### config.mk
export PLATFORM = sky130hd
export DESIGN_NAME = cam_capture_top
export DESIGN_NICKNAME = d
export VERILOG_FILES = /design/src/rtl/cam_pkg.sv /design/src/rtl/cam_line_if.sv /design/src/rtl/cam_capture_top.sv /design/src/rtl/cam_ctrl.sv /design/src/rtl/grid_pattern_gen.sv /design/src/rtl/rgb565_assembler.sv /design/src/rtl/dvp_sync_capture.sv
export SDC_FILE = /design/constraint.sdc
export NUM_CORES = 1
export LEC_CHECK = 0
export BUFFER_PORTS_ARGS = -buffer_cell sky130_fd_sc_hd__buf_4
export CORE_MARGIN = 2
export CORE_UTILIZATION = 56
export CTS_BUF_LIST = sky130_fd_sc_hd__clkbuf_16
export DETAILED_ROUTE_END_ITERATION = 6
export PLACE_DENSITY = 0.91
export SLEW_MARGIN = 40
export SYNTH_ARGS = -nofsm -noshare
export SYNTH_HDL_FRONTEND = slang
export SYNTH_SLANG_ARGS = --single-unit
### constraint.sdc
create_clock -name cmos_pclk_i -period 2 [get_ports cmos_pclk_i]
set_input_delay 0.3 -clock cmos_pclk_i [delete_from_list [all_inputs] [get_ports cmos_pclk_i]]
set_output_delay 0.3 -clock cmos_pclk_i [all_outputs]
set_load 0.01 [all_outputs]
### src/rtl/cam_pkg.sv
//////////////////////////////
// shared types and register map of the dvp capture front end
// apb offsets are 4-bit byte offsets, one 32-bit word each
//////////////////////////////

package cam_pkg;

	// apb address width seen by the register file
	localparam int ADDR_W = 4;

	// register offsets
	localparam logic [ADDR_W-1:0] ADDR_CTRL   = 4'h0;
	localparam logic [ADDR_W-1:0] ADDR_WAIT   = 4'h4;
	localparam logic [ADDR_W-1:0] ADDR_STATUS = 4'h8;
	localparam logic [ADDR_W-1:0] ADDR_SIZE   = 4'hC;

	// ctrl fields
	localparam int CTRL_EN_BIT    = 0; // output enable
	localparam int CTRL_PAT_BIT   = 1; // 0 sensor, 1 grid
	localparam int CTRL_SHIFT_LSB = 2; // grid_shift lsb
	localparam int CTRL_SHIFT_W   = 3; // counter bit index 0..7

	// frame counter and wait
	localparam int FRAME_CNT_W = 7; // saturates at 127
	localparam logic [FRAME_CNT_W-1:0] WAIT_DEFAULT = 7'd15;

	// status fields, frame count sits in the low bits
	localparam int STATUS_OUTEN_BIT = 7;

	// size fields
	localparam int SIZE_FLD_W     = 12; // pairs per line in [11:0]
	localparam int SIZE_LINES_LSB = 16; // lines per frame in [27:16]

	// output pixel width
	localparam int RGB_W = 24;

	// one pixel word, filled as two sensor bytes and read as rgb565 fields
	typedef union packed {
		struct packed {
			logic [7:0] hi; // first byte on the bus
			logic [7:0] lo;
		} bytes;
		struct packed {
			logic [4:0] r;
			logic [5:0] g;
			logic [4:0] b;
		} rgb;
	} cam_pix_u;

endpackage
### src/rtl/cam_line_if.sv
//////////////////////////////
// sync stage to datapath link, all signals in the pclk domain
// hcount is the pair index, not the byte index
//////////////////////////////

`timescale 1ns/1ns

interface cam_line_if #(
	parameter int H_CNT_W = 12,
	parameter int V_CNT_W = 12
) ();
	logic [7:0]         byte_r;      // registered sensor byte
	logic               href_r;      // registered line valid
	logic               frame_start; // one cycle, vsync fall
	logic               frame_end;   // one cycle, vsync rise
	logic               pair_stb;    // second byte of a pair present
	logic [H_CNT_W-1:0] hcount;      // pair index within line
	logic [V_CNT_W-1:0] vcount;      // line index within frame

	// driven by the sync stage
	modport src (
		output byte_r, href_r, frame_start, frame_end, pair_stb, hcount, vcount
	);

	// datapath and control side
	modport dst (
		input byte_r, href_r, frame_start, frame_end, pair_stb, hcount, vcount
	);

endinterface

### src/rtl/cam_capture_top.sv
//////////////////////////////
// single clock, apb runs on the sensor pixel clock
// counter widths must cover the largest line and frame
//////////////////////////////

`timescale 1ns/1ns

module cam_capture_top #(
	parameter int H_CNT_W = 12,
	parameter int V_CNT_W = 12
) (
	input  logic                        cmos_pclk_i,
	input  logic                        rst_n_i,
	input  logic                        cmos_href_i,
	input  logic                        cmos_vsync_i,
	input  logic [7:0]                  cmos_data_i,
	input  logic [cam_pkg::ADDR_W-1:0]  paddr_i,
	input  logic                        psel_i,
	input  logic                        penable_i,
	input  logic                        pwrite_i,
	input  logic [31:0]                 pwdata_i,
	output logic [31:0]                 prdata_o,
	output logic                        pslverr_o,
	output logic                        vs_o,
	output logic                        hs_o,
	output logic                        pix_valid_o,
	output logic [cam_pkg::RGB_W-1:0]   rgb_o
);
	logic                              sensor_valid;
	logic [cam_pkg::RGB_W-1:0]         sensor_rgb;
	logic                              grid_valid;
	logic [cam_pkg::RGB_W-1:0]         grid_rgb;
	logic [cam_pkg::CTRL_SHIFT_W-1:0]  grid_shift;

	cam_line_if #(.H_CNT_W(H_CNT_W), .V_CNT_W(V_CNT_W)) line_if ();

	// bus register, edges, counters
	dvp_sync_capture #(.H_CNT_W(H_CNT_W), .V_CNT_W(V_CNT_W)) dvp_sync_capture_i (
		.cmos_pclk_i  (cmos_pclk_i),
		.rst_n_i      (rst_n_i),
		.cmos_href_i  (cmos_href_i),
		.cmos_vsync_i (cmos_vsync_i),
		.cmos_data_i  (cmos_data_i),
		.line         (line_if)
	);

	rgb565_assembler rgb565_assembler_i (
		.cmos_pclk_i    (cmos_pclk_i),
		.rst_n_i        (rst_n_i),
		.line           (line_if),
		.sensor_valid_o (sensor_valid),
		.sensor_rgb_o   (sensor_rgb)
	);

	grid_pattern_gen #(.H_CNT_W(H_CNT_W), .V_CNT_W(V_CNT_W)) grid_pattern_gen_i (
		.cmos_pclk_i  (cmos_pclk_i),
		.rst_n_i      (rst_n_i),
		.line         (line_if),
		.grid_shift_i (grid_shift),
		.grid_valid_o (grid_valid),
		.grid_rgb_o   (grid_rgb)
	);

	// registers, frame wait, source select
	cam_ctrl #(.H_CNT_W(H_CNT_W), .V_CNT_W(V_CNT_W)) cam_ctrl_i (
		.cmos_pclk_i    (cmos_pclk_i),
		.rst_n_i        (rst_n_i),
		.paddr_i        (paddr_i),
		.psel_i         (psel_i),
		.penable_i      (penable_i),
		.pwrite_i       (pwrite_i),
		.pwdata_i       (pwdata_i),
		.prdata_o       (prdata_o),
		.pslverr_o      (pslverr_o),
		.line           (line_if),
		.sensor_valid_i (sensor_valid),
		.sensor_rgb_i   (sensor_rgb),
		.grid_valid_i   (grid_valid),
		.grid_rgb_i     (grid_rgb),
		.grid_shift_o   (grid_shift),
		.vs_o           (vs_o),
		.hs_o           (hs_o),
		.pix_valid_o    (pix_valid_o),
		.rgb_o          (rgb_o)
	);

endmodule

### src/rtl/cam_ctrl.sv
//////////////////////////////
// zero wait apb in the pixel clock domain, no pready
// output starts only at a frame start, no back-pressure
//////////////////////////////

`timescale 1ns/1ns

module cam_ctrl #(
	parameter int H_CNT_W = 12,
	parameter int V_CNT_W = 12
) (
	input  logic                              cmos_pclk_i,
	input  logic                              rst_n_i,
	input  logic [cam_pkg::ADDR_W-1:0]        paddr_i,
	input  logic                              psel_i,
	input  logic                              penable_i,
	input  logic                              pwrite_i,
	input  logic [31:0]                       pwdata_i,
	output logic [31:0]                       prdata_o,
	output logic                              pslverr_o,
	cam_line_if.dst                           line,
	input  logic                              sensor_valid_i,
	input  logic [cam_pkg::RGB_W-1:0]         sensor_rgb_i,
	input  logic                              grid_valid_i,
	input  logic [cam_pkg::RGB_W-1:0]         grid_rgb_i,
	output logic [cam_pkg::CTRL_SHIFT_W-1:0]  grid_shift_o,
	output logic                              vs_o,
	output logic                              hs_o,
	output logic                              pix_valid_o,
	output logic [cam_pkg::RGB_W-1:0]         rgb_o
);
	localparam int SZ_W = cam_pkg::SIZE_FLD_W;

	logic                              enable_r;
	logic                              pattern_sel_r;
	logic [cam_pkg::CTRL_SHIFT_W-1:0]  grid_shift_r;
	logic [cam_pkg::FRAME_CNT_W-1:0]   wait_r;
	logic [cam_pkg::FRAME_CNT_W-1:0]   frame_cnt;
	logic                              out_en;     // frame-wait fsm, 0 wait, 1 run
	logic                              apb_acc;    // access phase
	logic [31:0]                       rd_word;
	logic                              addr_hit;
	logic                              href_q;     // href at pixel stage timing
	logic                              in_frame;   // between frame start and end
	logic [H_CNT_W-1:0]                line_pairs; // pairs of the line just ended
	logic [SZ_W-1:0]                   size_pairs;
	logic [SZ_W-1:0]                   size_lines;
	logic                              sel_valid;
	logic [cam_pkg::RGB_W-1:0]         sel_rgb;

	assign apb_acc = psel_i & penable_i;

	// ctrl and wait registers, written in the access phase
	always_ff @(posedge cmos_pclk_i or negedge rst_n_i)
	begin
		if (!rst_n_i)
		begin
			enable_r      <= 1'b0;
			pattern_sel_r <= 1'b0;
			grid_shift_r  <= '0;
			wait_r        <= cam_pkg::WAIT_DEFAULT;
		end
		else if (apb_acc && pwrite_i)
		begin
			case (paddr_i)
				cam_pkg::ADDR_CTRL:
				begin
					enable_r      <= pwdata_i[cam_pkg::CTRL_EN_BIT];
					pattern_sel_r <= pwdata_i[cam_pkg::CTRL_PAT_BIT];
					grid_shift_r  <= pwdata_i[cam_pkg::CTRL_SHIFT_LSB +: cam_pkg::CTRL_SHIFT_W];
				end
				cam_pkg::ADDR_WAIT: wait_r <= pwdata_i[cam_pkg::FRAME_CNT_W-1:0];
				default: ; // status and size are read only
			endcase
		end
	end

	// read mux, straight from the registers
	always_comb
	begin
		rd_word  = '0;
		addr_hit = 1'b1;
		case (paddr_i)
			cam_pkg::ADDR_CTRL:
			begin
				rd_word[cam_pkg::CTRL_EN_BIT]  = enable_r;
				rd_word[cam_pkg::CTRL_PAT_BIT] = pattern_sel_r;
				rd_word[cam_pkg::CTRL_SHIFT_LSB +: cam_pkg::CTRL_SHIFT_W] = grid_shift_r;
			end
			cam_pkg::ADDR_WAIT: rd_word[cam_pkg::FRAME_CNT_W-1:0] = wait_r;
			cam_pkg::ADDR_STATUS:
			begin
				rd_word[cam_pkg::STATUS_OUTEN_BIT]  = out_en;
				rd_word[cam_pkg::FRAME_CNT_W-1:0]   = frame_cnt;
			end
			cam_pkg::ADDR_SIZE:
			begin
				rd_word[SZ_W-1:0]                        = size_pairs;
				rd_word[cam_pkg::SIZE_LINES_LSB +: SZ_W] = size_lines;
			end
			default: addr_hit = 1'b0; // hole in the map
		endcase
	end

	assign prdata_o  = (apb_acc && !pwrite_i) ? rd_word : '0;
	assign pslverr_o = apb_acc & ~addr_hit;

	// frame counter and output enable
	always_ff @(posedge cmos_pclk_i or negedge rst_n_i)
	begin
		if (!rst_n_i)
		begin
			frame_cnt <= '0;
			out_en    <= 1'b0;
		end
		else
		begin
			if (line.frame_start && frame_cnt != '1)
				frame_cnt <= frame_cnt + 1'b1; // sticks at 127
			if (!enable_r)
				out_en <= 1'b0; // drops mid frame
			else if (line.frame_start && frame_cnt >= wait_r)
				out_en <= 1'b1; // only on a frame boundary
		end
	end

	// frame level and line delay for vs_o and hs_o
	always_ff @(posedge cmos_pclk_i or negedge rst_n_i)
	begin
		if (!rst_n_i)
		begin
			in_frame <= 1'b0;
			href_q   <= 1'b0;
		end
		else
		begin
			href_q <= line.href_r;
			if (line.frame_start)
				in_frame <= 1'b1;
			else if (line.frame_end)
				in_frame <= 1'b0;
		end
	end

	// pair count of each line, hcount still holds it as href falls
	always_ff @(posedge cmos_pclk_i)
	begin
		if (href_q && !line.href_r)
			line_pairs <= line.hcount;
	end

	// size latched at frame end
	always_ff @(posedge cmos_pclk_i or negedge rst_n_i)
	begin
		if (!rst_n_i)
		begin
			size_pairs <= '0;
			size_lines <= '0;
		end
		else if (line.frame_end)
		begin
			size_pairs <= SZ_W'(line_pairs);
			size_lines <= SZ_W'(line.vcount + 1'b1); // index to count
		end
	end

	// source select, both paths have the same latency
	assign sel_valid    = pattern_sel_r ? grid_valid_i : sensor_valid_i;
	assign sel_rgb      = pattern_sel_r ? grid_rgb_i : sensor_rgb_i;
	assign grid_shift_o = grid_shift_r;

	always_ff @(posedge cmos_pclk_i or negedge rst_n_i)
	begin
		if (!rst_n_i)
		begin
			pix_valid_o <= 1'b0;
			hs_o        <= 1'b0;
			vs_o        <= 1'b0;
		end
		else
		begin
			pix_valid_o <= out_en & sel_valid;
			hs_o        <= out_en & href_q;
			vs_o        <= out_en & ~in_frame; // vsync style, high between frames
		end
	end

	always_ff @(posedge cmos_pclk_i)
	begin
		if (sel_valid)
			rgb_o <= sel_rgb;
	end

endmodule

### src/rtl/grid_pattern_gen.sv
//////////////////////////////
// cell size is 2**grid_shift pairs by 2**grid_shift lines
//////////////////////////////

`timescale 1ns/1ns

module grid_pattern_gen #(
	parameter int H_CNT_W = 12,
	parameter int V_CNT_W = 12
) (
	input  logic                              cmos_pclk_i,
	input  logic                              rst_n_i,
	cam_line_if.dst                           line,
	input  logic [cam_pkg::CTRL_SHIFT_W-1:0]  grid_shift_i,
	output logic                              grid_valid_o,
	output logic [cam_pkg::RGB_W-1:0]         grid_rgb_o
);
	logic [H_CNT_W-1:0] h_idx;
	logic [V_CNT_W-1:0] v_idx;
	logic               cell_white; // same parity of cell column and row

	assign h_idx      = line.hcount;
	assign v_idx      = line.vcount;
	assign cell_white = (h_idx[grid_shift_i] == v_idx[grid_shift_i]);

	// valid mirrors the sensor path latency
	always_ff @(posedge cmos_pclk_i or negedge rst_n_i)
	begin
		if (!rst_n_i)
			grid_valid_o <= 1'b0;
		else
			grid_valid_o <= line.pair_stb;
	end

	always_ff @(posedge cmos_pclk_i)
	begin
		if (line.pair_stb)
			grid_rgb_o <= cell_white ? '1 : '0; // white or black
	end

endmodule

### src/rtl/rgb565_assembler.sv
//////////////////////////////
// high byte first on the bus, pairs never span two lines
// rgb888 is zero padded, no bit replication
//////////////////////////////

`timescale 1ns/1ns

module rgb565_assembler (
	input  logic                         cmos_pclk_i,
	input  logic                         rst_n_i,
	cam_line_if.dst                      line,
	output logic                         sensor_valid_o,
	output logic [cam_pkg::RGB_W-1:0]    sensor_rgb_o
);
	logic [7:0]        first_byte; // high byte of the current pair
	cam_pkg::cam_pix_u pix;        // pair as written, read back as rgb565
	logic [7:0]        red8;
	logic [7:0]        grn8;
	logic [7:0]        blu8;

	// hold the first byte, second one arrives with pair_stb
	always_ff @(posedge cmos_pclk_i)
	begin
		if (line.href_r && !line.pair_stb)
			first_byte <= line.byte_r;
	end

	// byte view of the pixel word
	always_comb
	begin
		pix.bytes.hi = first_byte;
		pix.bytes.lo = line.byte_r; // low byte straight from the sync stage
	end

	// rgb view, widened to 8 bits per channel
	// red and blue get 3 zero lsbs
	// green gets 2
	assign red8 = {pix.rgb.r, 3'b000};
	assign grn8 = {pix.rgb.g, 2'b00};
	assign blu8 = {pix.rgb.b, 3'b000};

	// valid strobe, one cycle after pair_stb
	always_ff @(posedge cmos_pclk_i or negedge rst_n_i)
	begin
		if (!rst_n_i)
			sensor_valid_o <= 1'b0;
		else
			sensor_valid_o <= line.pair_stb;
	end

	// pixel payload, loaded only on a complete pair
	always_ff @(posedge cmos_pclk_i)
	begin
		if (line.pair_stb)
			sensor_rgb_o <= {red8, grn8, blu8};
	end

endmodule

### src/rtl/dvp_sync_capture.sv
//////////////////////////////
// vsync high between frames, href high while bytes are valid
// an odd trailing byte in a line never raises pair_stb
//////////////////////////////

`timescale 1ns/1ns

module dvp_sync_capture #(
	parameter int H_CNT_W = 12,
	parameter int V_CNT_W = 12
) (
	input  logic       cmos_pclk_i,
	input  logic       rst_n_i,
	input  logic       cmos_href_i,
	input  logic       cmos_vsync_i,
	input  logic [7:0] cmos_data_i,
	cam_line_if.src    line
);
	logic [7:0]         data_r;     // input byte register
	logic [1:0]         vs_hist;    // [0] input register, [1] one cycle older
	logic [1:0]         hr_hist;
	logic               fs_q;       // frame start strobe
	logic               fe_q;       // frame end strobe
	logic               byte_tgl;   // high while second byte is in data_r
	logic               pair_stb_w;
	logic               line_start; // href rising, first byte present
	logic               line_seen;  // first line of the frame started
	logic [H_CNT_W-1:0] hcnt;
	logic [V_CNT_W-1:0] vcnt;

	// sensor byte is payload
	always_ff @(posedge cmos_pclk_i)
	begin
		data_r <= cmos_data_i;
	end

	always_ff @(posedge cmos_pclk_i or negedge rst_n_i)
	begin
		if (!rst_n_i)
		begin
			vs_hist <= 2'b11; // idle bus is between frames
			hr_hist <= 2'b00;
			fs_q    <= 1'b0;
			fe_q    <= 1'b0;
		end
		else
		begin
			vs_hist <= {vs_hist[0], cmos_vsync_i};
			hr_hist <= {hr_hist[0], cmos_href_i};
			fs_q    <= vs_hist[1] & ~vs_hist[0]; // falling edge, second stage
			fe_q    <= ~vs_hist[1] & vs_hist[0];
		end
	end

	assign line_start = hr_hist[0] & ~hr_hist[1];
	assign pair_stb_w = hr_hist[0] & byte_tgl;

	// byte toggle and pair counter, both cleared outside href
	always_ff @(posedge cmos_pclk_i or negedge rst_n_i)
	begin
		if (!rst_n_i)
		begin
			byte_tgl <= 1'b0;
			hcnt     <= '0;
		end
		else if (!hr_hist[0])
		begin
			byte_tgl <= 1'b0;
			hcnt     <= '0;
		end
		else
		begin
			byte_tgl <= ~byte_tgl;
			if (pair_stb_w)
				hcnt <= hcnt + 1'b1; // index of the next pair
		end
	end

	// line counter, first line of a frame stays at 0
	always_ff @(posedge cmos_pclk_i or negedge rst_n_i)
	begin
		if (!rst_n_i)
		begin
			vcnt      <= '0;
			line_seen <= 1'b0;
		end
		else if (fs_q)
		begin
			vcnt      <= '0;
			line_seen <= 1'b0;
		end
		else if (line_start)
		begin
			if (line_seen)
				vcnt <= vcnt + 1'b1;
			line_seen <= 1'b1;
		end
	end

	assign line.byte_r      = data_r;
	assign line.href_r      = hr_hist[0];
	assign line.frame_start = fs_q;
	assign line.frame_end   = fe_q;
	assign line.pair_stb    = pair_stb_w;
	assign line.hcount      = hcnt;
	assign line.vcount      = vcnt;

endmodule

==> results of run 1 <==
==> per-layer routing <==
layer	share of wire, %	routed length (um)	vias to the layer above
li1	-	-	1860
met1	37	5060	2033
met2	53	7140	195
met3	6.7	911	40
met4	2.9	385	0
met5	0	0	-
==> Yosys cell counts (all sizes together) (3+ instances only) <==
| master | number | area share, % |
|---|---|---|
| a21oi | 18 | 1.5 |
| a22oi | 4 | 0.49 |
| and2 | 22 | 2.2 |
| and3 | 6 | 0.61 |
| and4 | 4 | 0.61 |
| buf | 28 | 3.2 |
| clkbuf | 10 | 0.61 |
| dfrtp | 75 | 30 |
| dfstp | 6 | 2.6 |
| dfxtp | 8 | 2.6 |
| edfxtp | 54 | 26 |
| ha | 10 | 2.0 |
| inv | 32 | 1.9 |
| mux2 | 29 | 5.3 |
| mux2i | 3 | 0.49 |
| mux4 | 5 | 1.8 |
| nand2 | 12 | 0.73 |
| nand3 | 15 | 1.4 |
| nand4 | 9 | 0.91 |
| nor2 | 41 | 2.5 |
| nor2b | 7 | 0.71 |
| nor3 | 6 | 0.49 |
| nor4 | 5 | 0.51 |
| o21ai | 24 | 1.9 |
| xnor2 | 30 | 4.3 |
| xor2 | 11 | 1.6 |
==> power breakdown <==
part	internal, mW	total, mW	switching (mW)
sequential	3.30	3.52	0.228
combinational	0.387	0.774	0.387
clock	1.99	3.12	1.14
total	5.67	7.42	1.75
==> layout make-up <==
| type | instances | share of cell area (%) |
|---|---|---|
| Multi-Input combinational cell | 284 | 26.8 |
| Timing Repair Buffer | 99 | 10.4 |
| Clock inverter | 11 | 1.13 |
| Inverter | 32 | 1.60 |
| Tap cell | 140 | 2.33 |
| Clock buffer | 21 | 6.98 |
| Sequential cell | 143 | 50.8 |
==> critical path: cells and delay by family (launching register included) <==
| family | cells | cell delay (ns) |
|---|---|---|
| AND/OR/NAND/NOR | 1 | 0.20 |
| flip-flops | 1 | 0.46 |
| buffers and inverters | 1 | 0.14 |
| multiplexers | 1 | 0.49 |
==> metrics by stage <==
step	util, %	hold slack (ns)	cell area [um2]
floorplan	-	0.00441	6190
global placement	62.9	0.333	6790
detailed placement	62.9	0.346	6790
CTS	69.7	0.0972	7520
global route	69.7	0.109	7530
finish	69.7	0.110	7530
==> repair_timing <==
item | in CTS | in global routing
endpoints found under the setup margin | 1 | 6
buffers inserted | 2 | 0
resized for setup | 2 | 2
hold buffers | 11 | 0
endpoints found under the hold margin | 48 | 0
==> cells by family after synthesis <==
logic type | synth area share (%)
buffers and inverters | 5.79
flip-flops | 61.9
AO/OA/AOI/OAI | 5.12
other | 0.0609
adder cells (fa/ha/maj) | 2.03
multiplexers | 7.61
XOR/XNOR | 5.83
AND/OR/NAND/NOR | 11.6
==> state kept, by name, summed over array words and instances (netlist names), 2 cells and up <==
name and flops:
dvp_sync_capture_i.line.vcount 12, cam_ctrl_i.size_pairs 12, cam_ctrl_i.grid_shift_o 3, dvp_sync_capture_i.line.hcount 12, rgb565_assembler_i.first_byte 8, dvp_sync_capture_i.line.byte_r 8
cam_ctrl_i.size_lines 12, dvp_sync_capture_i.vs_hist 2, cam_ctrl_i.line_pairs 12, cam_ctrl_i.frame_cnt 7, cam_ctrl_i.wait_r 7, rgb565_assembler_i.sensor_rgb_o 16
cam_ctrl_i.rgb_o 17
==> how the worst max path moves through the flow <==
| stage | from | end | slack, ns |
|---|---|---|---|
| 3_5_place_dp | paddr_i[1] | prdata_o[11] | 0.10 |
| 5_1_grt | cam_ctrl_i.frame_cnt[4] | prdata_o[4] | 0.0005 |
| 6_report | cam_ctrl_i.frame_cnt[4] | prdata_o[4] | 0.01 |
| 3_3_place_gp | paddr_i[1] | prdata_o[11] | 0.15 |
| 2_1_floorplan | paddr_i[1] | prdata_o[17] | 0.39 |
| 4_1_cts | cam_ctrl_i.frame_cnt[1] | prdata_o[1] | 0.009 |
==> results summary, run 1 <==
The filler-free cell count of the finished design came out at 730. The sequential cell area came out at 3820 um2. For this design the static power due to leakage is 3.30 nW.

The highest-utilization routing layer at the global route stage is met2. Summing every instance area after synthesis gives 6160 um2. The count of cells along the worst register-to-register path came out at 5. The post-synthesis cell count came out at 490. Summing all multi-input logic gate instances after layout gives 2020 um2. The slack of the critical path came out at 0.0116 ns. 0 antenna diodes ended up in the layout. The met2 demand-to-capacity share in global routing is 42.4%. For this run, global-route usage on met1 was measured as 29.1%. The sum of overflow across all layers after global routing is 0. The clock tree from TritonCTS is built.

The max capacitance violation total came out at 0. The worst hold path terminates at cam_ctrl_i.enable_r. The post-detailed-route via-to-cell ratio came out at 5.65.

The post-route setup TNS is 0 ns. The maximum achievable frequency came out at 503 MHz. In this run the tool buffered the top-level ports with 77 buffer cells. The number of CTS-inserted buffers came out at 17.

The buffer levels on the longest clock path came out at 2. The commonest non-fill, non-tap cell in the layout is sky130_fd_sc_hd__buf_4. The routed design could run at a clock period as short as 1.99 ns. For this run, the number of Yosys warnings is 0. The worst endpoint required time came out at 1.70 ns. Yosys mapped a number of flops with a built-in enable equal to 54. The total number of placement rows is 38.

The worst setup path is captured at a primary output. Global routing used 24.6% of the available tracks across all layers. Entering global routing, the biggest net connects 46 pins.

The total wire length came out at 13.5 mm. The number of DRC violations after detailed-routing iteration 0 is 438. The final-layout fill cell count is 630.

The detailed placer's ending HPWL is 8.43 mm. The number of synthesized register bits is 143. The area growth from synthesis to layout is 22.1%.

Synthesis instantiated 51 different standard cells from the library. Once placement completed, the tool counted placed cells totaling 685. The post-route netlist has 26.9% of its cells at a drive strength greater than 1.

The worst-margin pin slew came out at 0.681 ns. The final total power is 7.42 mW. Clock latency on the worst-skew pair, taken at its later pin, is 0.42 ns.

Walking the worst path, the cells encountered are mux4_2 > and3_1 > buf_4. The met3 demand-to-capacity share in global routing came out at 6.04%. The effective utilization at floorplan is 57.1%. Setup violations remaining at the end of the flow were counted as 0.

Dividing total power by cell area gives a power density of 986 nW/um2. The global-route wire length before repair is 21.6 mm. The core area is 10800 um2. The flow ran to the end, and the final reports show no timing, DRC or antenna violations. The post-CTS clock slew at the launch and capture registers of the worst setup and hold paths is 0.05 ns. Measured along the y axis, the die boundary spans 109 um.

The number of routed nets with antenna violations came out at 0. The reg2reg setup slack is 0.16 ns. The worst setup slack before clock tree synthesis came out at 0.103 ns. The number of antenna violations at the first check in global routing came out at 0.

The count of H-tree levels built during CTS is 4. The number of global-route vias before repair was 4195. The kind of critical path is flop to primary output.

The vias after detailed routing is 4128. The type of the tightest min-delay check is input port to flop. The proportion of synthesized flip-flops having asynchronous set or reset is 56.6%. The most used flip-flop cell after synthesis is sky130_fd_sc_hd__dfrtp_1. The delay of the slowest critical-path stage came out at 0.49 ns. The start point of the worst hold path is pwdata_i[0]. The tree is rooted in a sky130_fd_sc_hd__clkbuf_16. In the layout the commonest cells are sky130_fd_sc_hd__buf_4, sky130_fd_sc_hd__dfrtp_1, sky130_fd_sc_hd__edfxtp_1. The average wire per cell in the routed design came out at 18.5 um. The kind of launch point of the worst setup path is a flop. The worst register-to-register path ends at cam_ctrl_i.size_lines[10].

Sequential elements use 61.9% of the synthesized area. Setup repair after global routing left no endpoint under its margin. The startpoint of the worst register-to-register path is dvp_sync_capture_i.line.vcount[0]. The number of endpoints with negative hold slack in the final report came to 0.

The clock sink count is 143. The worst hold path was traced through 2 stages. The die covers 11900 um2. Measured against its own limit, the worst slew margin works out to 54.6%.

The largest fanout on the critical path came out at 4. The cell type of the slowest stage on the worst timing path is sky130_fd_sc_hd__mux4_2. The worst-case vdd ir drop came out at 0.691 mV. The final weighted congestion in routability-driven placement is 0.872. The post-synthesis average cell area came out at 12.6 um2. Before antenna repair, the detailed router went through 5 iterations. The worst path arrival time came out at 1.69 ns. 111 I/O pins were placed. Across the routed clock network, the largest skew measured is 0.0114 ns. The floorplan step set the die width to 109 um. The final clock period utilization by the worst path came out at 99.4%. The number of design rule violations left after detail routing is 0. For this run, the post-layout net count is 638.

The max-slew violation total from the final report came out at 0.
No activity file was read; power rests on OpenSTA's default activity.
==> run 2, diff against run 1 <==
--- a/config.mk
+++ b/config.mk
@@ -7,10 +7,10 @@
 export LEC_CHECK = 0
 export BUFFER_PORTS_ARGS = -buffer_cell sky130_fd_sc_hd__buf_4
 export CORE_MARGIN = 2
-export CORE_UTILIZATION = 56
+export CORE_UTILIZATION = 45
 export CTS_BUF_LIST = sky130_fd_sc_hd__clkbuf_16
 export DETAILED_ROUTE_END_ITERATION = 6
-export PLACE_DENSITY = 0.91
+export PLACE_DENSITY = 0.78
 export SLEW_MARGIN = 40
 export SYNTH_ARGS = -nofsm -noshare
 export SYNTH_HDL_FRONTEND = slang
==> constraint.sdc (replaced) <==
create_clock -name cmos_pclk_i -period 2.34 [get_ports cmos_pclk_i]
set_input_delay 0.351 -clock cmos_pclk_i [delete_from_list [all_inputs] [get_ports cmos_pclk_i]]
set_output_delay 0.351 -clock cmos_pclk_i [all_outputs]
set_load 0.01 [all_outputs]
==> run 2 against run 1 <==
  * Global-route usage fell by 7.5 points
  * Final cell count rose by 3.3%
  * Largest cell class unchanged
  * Routed wire length fell by 14%
  * Clock power fell by 17%
  * Highest routed layer unchanged
  * Sequential power fell by 15%
  * Sequential cell count did not move
  * Critical path depth did not move
==> results summary, run 2 (synthesis gave the netlist of run 1 again) <==
The flow ran to the end, and the final reports show no timing, DRC or antenna violations. The core area came to 13300 um2 (+23%). The worst setup path is launched from a flop. The maximum number of pins on one net before global-route repair came out at 44 (-4.3%). The worst path arrival time was 1.68 ns (about the same).

The insertion delay to the later sink of the worst-skew pair came out at 0.41 ns (about the same). The path class of the tightest hold or removal check is input port to flop. The post-cts gate resize count is 0 (-2). The worst-margin pin slew is 0.724 ns (+0.0427 ns). The total leakage power is 3.23 nW (-2.2%). The count of cells along the worst hold path came to 1 (-1). The count of buffers inserted at the top-level ports is 77 (unchanged). The total wire length was 11.6 mm (-14%).

The post-CTS repair timing setup buffer count came out at 0 (-2). The post-detailed-route via-to-cell ratio is 5.09 (-10%). The clock tree skew after final layout is 0.00613 ns (-0.00525 ns).

The number of global-route vias before repair came out at 4042 (-3.6%). The detailed placer's ending HPWL is 7.96 mm (-5.6%). The number of setup violations in the final report is 0 (unchanged). The number of DRC violations after detailed-routing iteration 0 is 224 (-49%). The worst setup path is of the flop to primary output kind. The number of flip-flops in the largest register came out at 17 (unchanged). The slack of the critical path came out at 0.310 ns (+0.299 ns).

Setup repair after global routing left no endpoint under its margin. The final antenna diode count is 0 (unchanged). The total track usage came out at 17.1% (-7.5 points). The max capacitance violation total was 0 (unchanged). The max-slew violation total from the final report came out at 0 (unchanged).

The largest fanout on the critical path is 4 (unchanged). The total number of placement rows came out at 42 (+11%). The reg2reg setup slack came out at 0.59 ns (+0.43 ns). From synthesis to final layout, the design area changed by 20.3%. The worst-case vdd ir drop came out at 0.536 mV (-22%). The number of routed nets with antenna violations was 0 (unchanged).

The highest-utilization routing layer at the global route stage is met2. The met1 routing resource usage after global routing is 21.8% (-7.3 points). The startpoint identified for the worst register-to-register timing path is dvp_sync_capture_i.line.vcount[0]. The height of the die is 121 um (+11%). The number of CTS-inserted buffers is 17 (unchanged). CTS placed an instance of sky130_fd_sc_hd__clkbuf_16 at the clock tree root. In this run the most critical hold path is launched from cmos_data_i[4]. The top cell types in the final layout, fill and taps aside, are sky130_fd_sc_hd__buf_4, sky130_fd_sc_hd__dfrtp_1, sky130_fd_sc_hd__edfxtp_1. The I/O pin total came out at 111 (unchanged). The power per unit of standard cell area came out at 832 nW/um2 (-16%). The count of H-tree levels built during CTS came to 4 (unchanged). The worst endpoint required time came out at 1.99 ns (+0.29 ns). TritonCTS built the clock tree. The final weighted congestion in routability-driven placement was 0.846 (-3.0%). The number of antenna violations at the first check in global routing came out at 0 (unchanged). The final layout net count is 626 (-1.9%).

The average wire per cell in the routed design came out at 15.4 um (-17%). The post-CTS clock slew at the launch and capture registers of the worst setup and hold paths came to 0.06 ns (about the same). The sum of overflow across all layers after global routing came out at 0 (unchanged). The met3 demand-to-capacity share in global routing came out at 4.23% (-1.8 points). The cell internal power dissipation is 4.72 mW (-17%). The count of TritonRoute iterations in the first routing pass is 4 (-1). The placed cell count is 721 (+5.3%). The post-route setup TNS came out at 0 ns (unchanged). The buffer levels on the longest clock path came out at 2 (unchanged). The met2 demand-to-capacity share in global routing is 27.5% (-15 points).

The power spent charging and discharging nets came out at 1.45 mW (-18%). The number of endpoints with negative hold slack in the final report came out at 0 (unchanged). The count of cells along the worst register-to-register path was 5 (unchanged). The floorplan die width came out at 121 um (+11%).

Based on the critical path, the design can be clocked at up to 493 MHz. The part of the power in combinational logic was 9.5% (-0.9 points). The worst setup slack before clock tree synthesis came out at 0.541 ns (+0.438 ns). Ranked by flip-flop count, first place goes to cam_ctrl_i.rgb_o. The die area is 14600 um2 (+23%).

Leaving out fill and tap cells, the most frequent cell in the layout is sky130_fd_sc_hd__buf_4. The number of hold-repair buffers added at the cts stage came out at 1 (-10). The number of design rule violations left after detail routing came out at 0 (unchanged). The effective utilization at floorplan came out at 46.3% (-11 points). The switching share of power is 23.4% (-0.19 points). The vias after detailed routing came to 3839 (-7.0%).

For hold timing, the worst endpoint is dvp_sync_capture_i.line.byte_r[4]. The filler-free cell count of the finished design is 754 (+3.3%). The share of final-layout standard cells stronger than drive strength 1 came out at 26.3% (-0.65 points). The largest registers in the layout are cam_ctrl_i.rgb_o (17), rgb565_assembler_i.sensor_rgb_o (16).

The clock network power share came out at 41.8% (-0.3 points). The final total power is 6.17 mW (-17%). The worst slew margin relative to its limit is 51.7% (-2.8 points). STA classifies the critical path endpoint as a primary output. The global-route wire length before repair is 19.5 mm (-9.8%).

The end of the worst register-to-register path is dvp_sync_capture_i.line.vcount[8]. The share of power burned in registers is 48.7% (+1.2 points). After layout, the worst path uses 86.7% of the clock period.

In this run the worst setup path begins at cam_ctrl_i.grid_shift_o[0]. The clock sink count was 143 (unchanged). The minimum clock period after layout is 2.03 ns.
## run 2: worst max-delay path: stages (launching register included)
cell,delay (ns)
sky130_fd_sc_hd__dfrtp_1,0.46
sky130_fd_sc_hd__mux4_2,0.48
sky130_fd_sc_hd__and3_1,0.19
sky130_fd_sc_hd__buf_4,0.14
## run 2: worst max path at each step
stage | endpoint | slack, ns | cells after the start
4_1_cts | prdata_o[2] | 0.30 | 3
3_3_place_gp | prdata_o[24] | 0.56 | 6
2_1_floorplan | prdata_o[17] | 0.62 | 4
5_1_grt | prdata_o[2] | 0.26 | 3
3_5_place_dp | prdata_o[19] | 0.54 | 6
6_report | prdata_o[2] | 0.31 | 3
## run 2: layout make-up
class | count | area [um2]
Inverter | 32 | 120
Sequential cell | 143 | 3820
Timing Repair Buffer | 87 | 668
Clock buffer | 18 | 450
Clock inverter | 14 | 125
Tap cell | 176 | 220
Fill cell | 1077 | 5880
Multi-Input combinational cell | 284 | 2020
## run 2: stage by stage
step	util, %	instance area (um2)	hold WS, ns
CTS	55.8	7420	0.0239
floorplan	-	6190	0.0554
global route	55.8	7420	0.0206
global placement	51.4	6830	0.349
finish	55.8	7420	0.0370
detailed placement	51.4	6830	0.352
## run 2: power groups by stage
stage                     combinational (mW)  clock (mW)  sequential (mW)
after floorplan                        0.421           0             2.98
after global placement                 0.562           0             3.04
after detailed placement               0.586           0             3.05
after CTS                              0.592        2.62             3.00
after global routing                   0.659        2.72             3.03
final                                  0.584        2.58             3.00
## run 2: metal layers
metal	share of wire, %	vias up	wire length (um)
li1	-	1818	-
met1	44	1895	5140
met2	49	99	5690
met3	4.2	27	488
met4	2.6	0	307
met5	0	-	0
==> run 3, diff against run 2 <==
--- a/config.mk
+++ b/config.mk
@@ -5,12 +5,15 @@
 export SDC_FILE = /design/constraint.sdc
 export NUM_CORES = 1
 export LEC_CHECK = 0
+export ABC_CLOCK_PERIOD_IN_PS = 2340
 export BUFFER_PORTS_ARGS = -buffer_cell sky130_fd_sc_hd__buf_4
+export CELL_PAD_IN_SITES_DETAIL_PLACEMENT = 0
+export CELL_PAD_IN_SITES_GLOBAL_PLACEMENT = 1
 export CORE_MARGIN = 2
 export CORE_UTILIZATION = 45
 export CTS_BUF_LIST = sky130_fd_sc_hd__clkbuf_16
 export DETAILED_ROUTE_END_ITERATION = 6
-export PLACE_DENSITY = 0.78
+export PLACE_DENSITY = 0.91
 export SLEW_MARGIN = 40
 export SYNTH_ARGS = -nofsm -noshare
 export SYNTH_HDL_FRONTEND = slang
==> run 3 against run 2 <==
  * Final cell count fell by 0.27%
  * Sequential cell count stayed put
  * Global-route usage down 0.15 points
  * Clock-buffer cell count is 1 lower
  * Clock skew is essentially flat
  * Register-to-register slack improved by 0.03 ns
  * Highest routed layer unchanged
  * Sequential share of layout area increased by 0.24 points
  * Routed wire length increased by 0.22%
  * Maximum frequency down 0.76%
  * Sequential power is essentially flat
  * Critical endpoint unchanged
  * Largest power group unchanged
==> results summary, run 3 (synthesis gave the netlist of run 1 again) <==
The final layout net count came out at 624 (-0.32%). The floorplan die width came out at 121 um (unchanged). The maximum number of pins on one net before global-route repair is 82 (+86%). The vias after detailed routing was 3764 (-2.0%). The I/O pin total is 111 (unchanged). The final antenna diode count came out at 0 (unchanged). The post-CTS clock slew at the launch and capture registers of the worst setup and hold paths was 0.06 ns (about the same).

The worst path arrival time came out at 1.69 ns (about the same). The sum of overflow across all layers after global routing came out at 0 (unchanged). The worst setup path is captured at a primary output.

The global-route wire length before repair was 19.1 mm (-2.3%). Setup repair after global routing left no endpoint under its margin. TritonCTS built the clock tree. The number of antenna violations at the first check in global routing came out at 0 (unchanged).

The max capacitance violation total came out at 0 (unchanged). Leaving out fill and tap cells, the most frequent cells in the layout are sky130_fd_sc_hd__buf_4, sky130_fd_sc_hd__dfrtp_1, sky130_fd_sc_hd__edfxtp_1. The cell type of the slowest stage on the worst timing path is sky130_fd_sc_hd__mux4_2. The worst-case vdd ir drop came out at 0.540 mV (+0.76%). The register with the most flip-flops in the final layout is cam_ctrl_i.rgb_o.

The filler-free cell count of the finished design came out at 752 (-0.27%). The final-layout fill cell count came to 1073 (-0.37%). The post-route setup TNS came to 0 ns (unchanged). The run finished with clean final reports.

The max-slew violation total from the final report came to 0 (unchanged). The share of final-layout standard cells stronger than drive strength 1 is 26.0% (-0.26 points). The total leakage power was 3.20 nW (-0.78%). The power per unit of standard cell area came out at 828 nW/um2 (-0.38%). The total wire length was 11.7 mm (+0.22%). The worst slew margin relative to its limit is 53.8% (+2.1 points). The worst endpoint required time was 1.99 ns (about the same). The final clock period utilization by the worst path was 87.4% (+0.66 points).

The sum of buffers and inverters on the critical path came out at 1 (unchanged). The die area came out at 14600 um2 (unchanged). The effective utilization at floorplan came out at 46.3% (unchanged).

The post-detailed-route via-to-cell ratio came out at 5.01 (-1.7%). The total number of placement rows is 42 (unchanged). The minimum clock period after layout is 2.05 ns (+0.0154 ns). The count of H-tree levels built during CTS is 4 (unchanged).

The endpoint identified for the worst register-to-register timing path is dvp_sync_capture_i.line.vcount[10]. The count of cells along the worst hold path came out at 1 (unchanged). The count of cells along the worst register-to-register path came out at 5 (unchanged). The largest registers in the layout are cam_ctrl_i.rgb_o (17), rgb565_assembler_i.sensor_rgb_o (16). The detailed placer's ending HPWL is 7.92 mm (-0.57%). The number of global-route vias before repair is 3828 (-5.3%). The total track usage came out at 17.0% (-0.15 points). The final weighted congestion in routability-driven placement is 0.818 (-3.4%). The critical path starts at cam_ctrl_i.grid_shift_o[0]. The number of setup violations in the final report came to 0 (unchanged). The number of DRC violations after detailed-routing iteration 0 came out at 282 (+26%). The commonest non-fill, non-tap cell in the layout is sky130_fd_sc_hd__buf_4. The number of endpoints with negative hold slack in the final report is 0 (unchanged).

The largest fanout on the critical path is 4 (unchanged). The area growth from synthesis to layout is 19.8%. Broken down by cell family, the worst path's largest delay share belongs to multiplexers. The area of the multi-input gates is 2020 um2 (about the same). The number of design rule violations left after detail routing is 0 (unchanged). The kind of launch point of the worst setup path is a flop. The signal on the critical path passes through mux4_2 > and3_1 > buf_4.

The post-cts gate resize count is 0 (unchanged). The count of buffers inserted at the top-level ports was 77 (unchanged). The placed cell count is 719 (-0.28%). The path class of the tightest hold or removal check is input port to flop. The sequential cell area was 3820 um2 (unchanged). The core area is 13300 um2 (unchanged). The setup path with the least slack is of type flop to primary output. The number of routed nets with antenna violations is 0 (unchanged).

The delay of the slowest critical-path stage is 0.48 ns (about the same). The insertion delay to the later sink of the worst-skew pair was 0.42 ns (about the same). The clock tree skew after final layout is 0.00653 ns (+0.000396 ns). The final core area utilization came out at 55.5% (-0.25 points).

The count of TritonRoute iterations in the first routing pass is 5 (+1). The final-layout worst hold slack is 0.0379 ns (+0.000948 ns). The maximum achievable frequency came out at 489 MHz (-0.76%). The number of flip-flops in the largest register came to 17 (unchanged). The number of CTS-inserted buffers is 17 (unchanged). The post-CTS repair timing setup buffer count is 0 (unchanged). The worst-margin pin slew is 0.693 ns (-0.0312 ns). The height of the die came out at 121 um (unchanged).

The average wire per cell in the routed design came out at 15.5 um (+0.49%). The buffer levels on the longest clock path was 2 (unchanged). The clock sink count came out at 143 (unchanged). The worst hold path terminates at dvp_sync_capture_i.line.byte_r[7]. The reg2reg setup slack was 0.62 ns (+0.03 ns). The startpoint identified for the worst hold timing path is cmos_data_i[7]. The startpoint of the worst register-to-register path is dvp_sync_capture_i.line.vcount[0]. CTS placed an instance of sky130_fd_sc_hd__clkbuf_16 at the clock tree root.
## run 3: worst register-to-register path: cells and delay by family (launching register included)
kind                       cells  cell delay, ns
xor gates and xnor gates       1            0.16
adders and majority gates      1            0.27
DFF                            1            0.49
and+or+nand+nor                3            0.67
## run 3: worst max-delay path by stage
stage | depth (start not counted) | slack, ns | to
detailed placement | 6 | 0.49 | prdata_o[16]
CTS | 3 | 0.27 | prdata_o[2]
finish | 3 | 0.29 | prdata_o[2]
global route | 3 | 0.20 | prdata_o[2]
global placement | 6 | 0.55 | prdata_o[10]
floorplan | 4 | 0.62 | prdata_o[17]
## run 3: layer usage
layer	vias to the layer above	GRT usage [%]	part of all wire [%]
li1	1819	-	-
met3	11	4.61	4.5
met4	0	6.69	1.3
met2	70	28.0	51
met5	-	0	0
met1	1864	21.4	43
## run 3: area by class of cell
| class | instances | share of cell area [%] |
|---|---|---|
| Inverter | 32 | 1.63 |
| Timing Repair Buffer | 85 | 8.85 |
| Tap cell | 176 | 2.98 |
| Sequential cell | 143 | 51.7 |
| Multi-Input combinational cell | 284 | 27.3 |
| Clock buffer | 17 | 5.76 |
| Clock inverter | 15 | 1.76 |
## run 3: report_power, final
part | internal, mW | total [mW] | switching, mW
registers | 2.81 | 3.01 | 0.199
logic | 0.301 | 0.580 | 0.279
clock network | 1.54 | 2.52 | 0.985
total | 4.65 | 6.12 | 1.46
## run 3: per-stage QoR
step	power (mW)	setup slack, ns	area (um2)
floorplan	3.40	0.623	6190
global placement	3.60	0.545	6820
CTS	6.15	0.273	7380
finish	6.12	0.295	7380
detailed placement	3.64	0.486	6820
global route	6.36	0.204	7380
## run 3: repair_timing
action,in CTS,in global routing
hold endpoints to repair,75,0
endpoints found under the setup margin,0,0
hold buffers,1,0
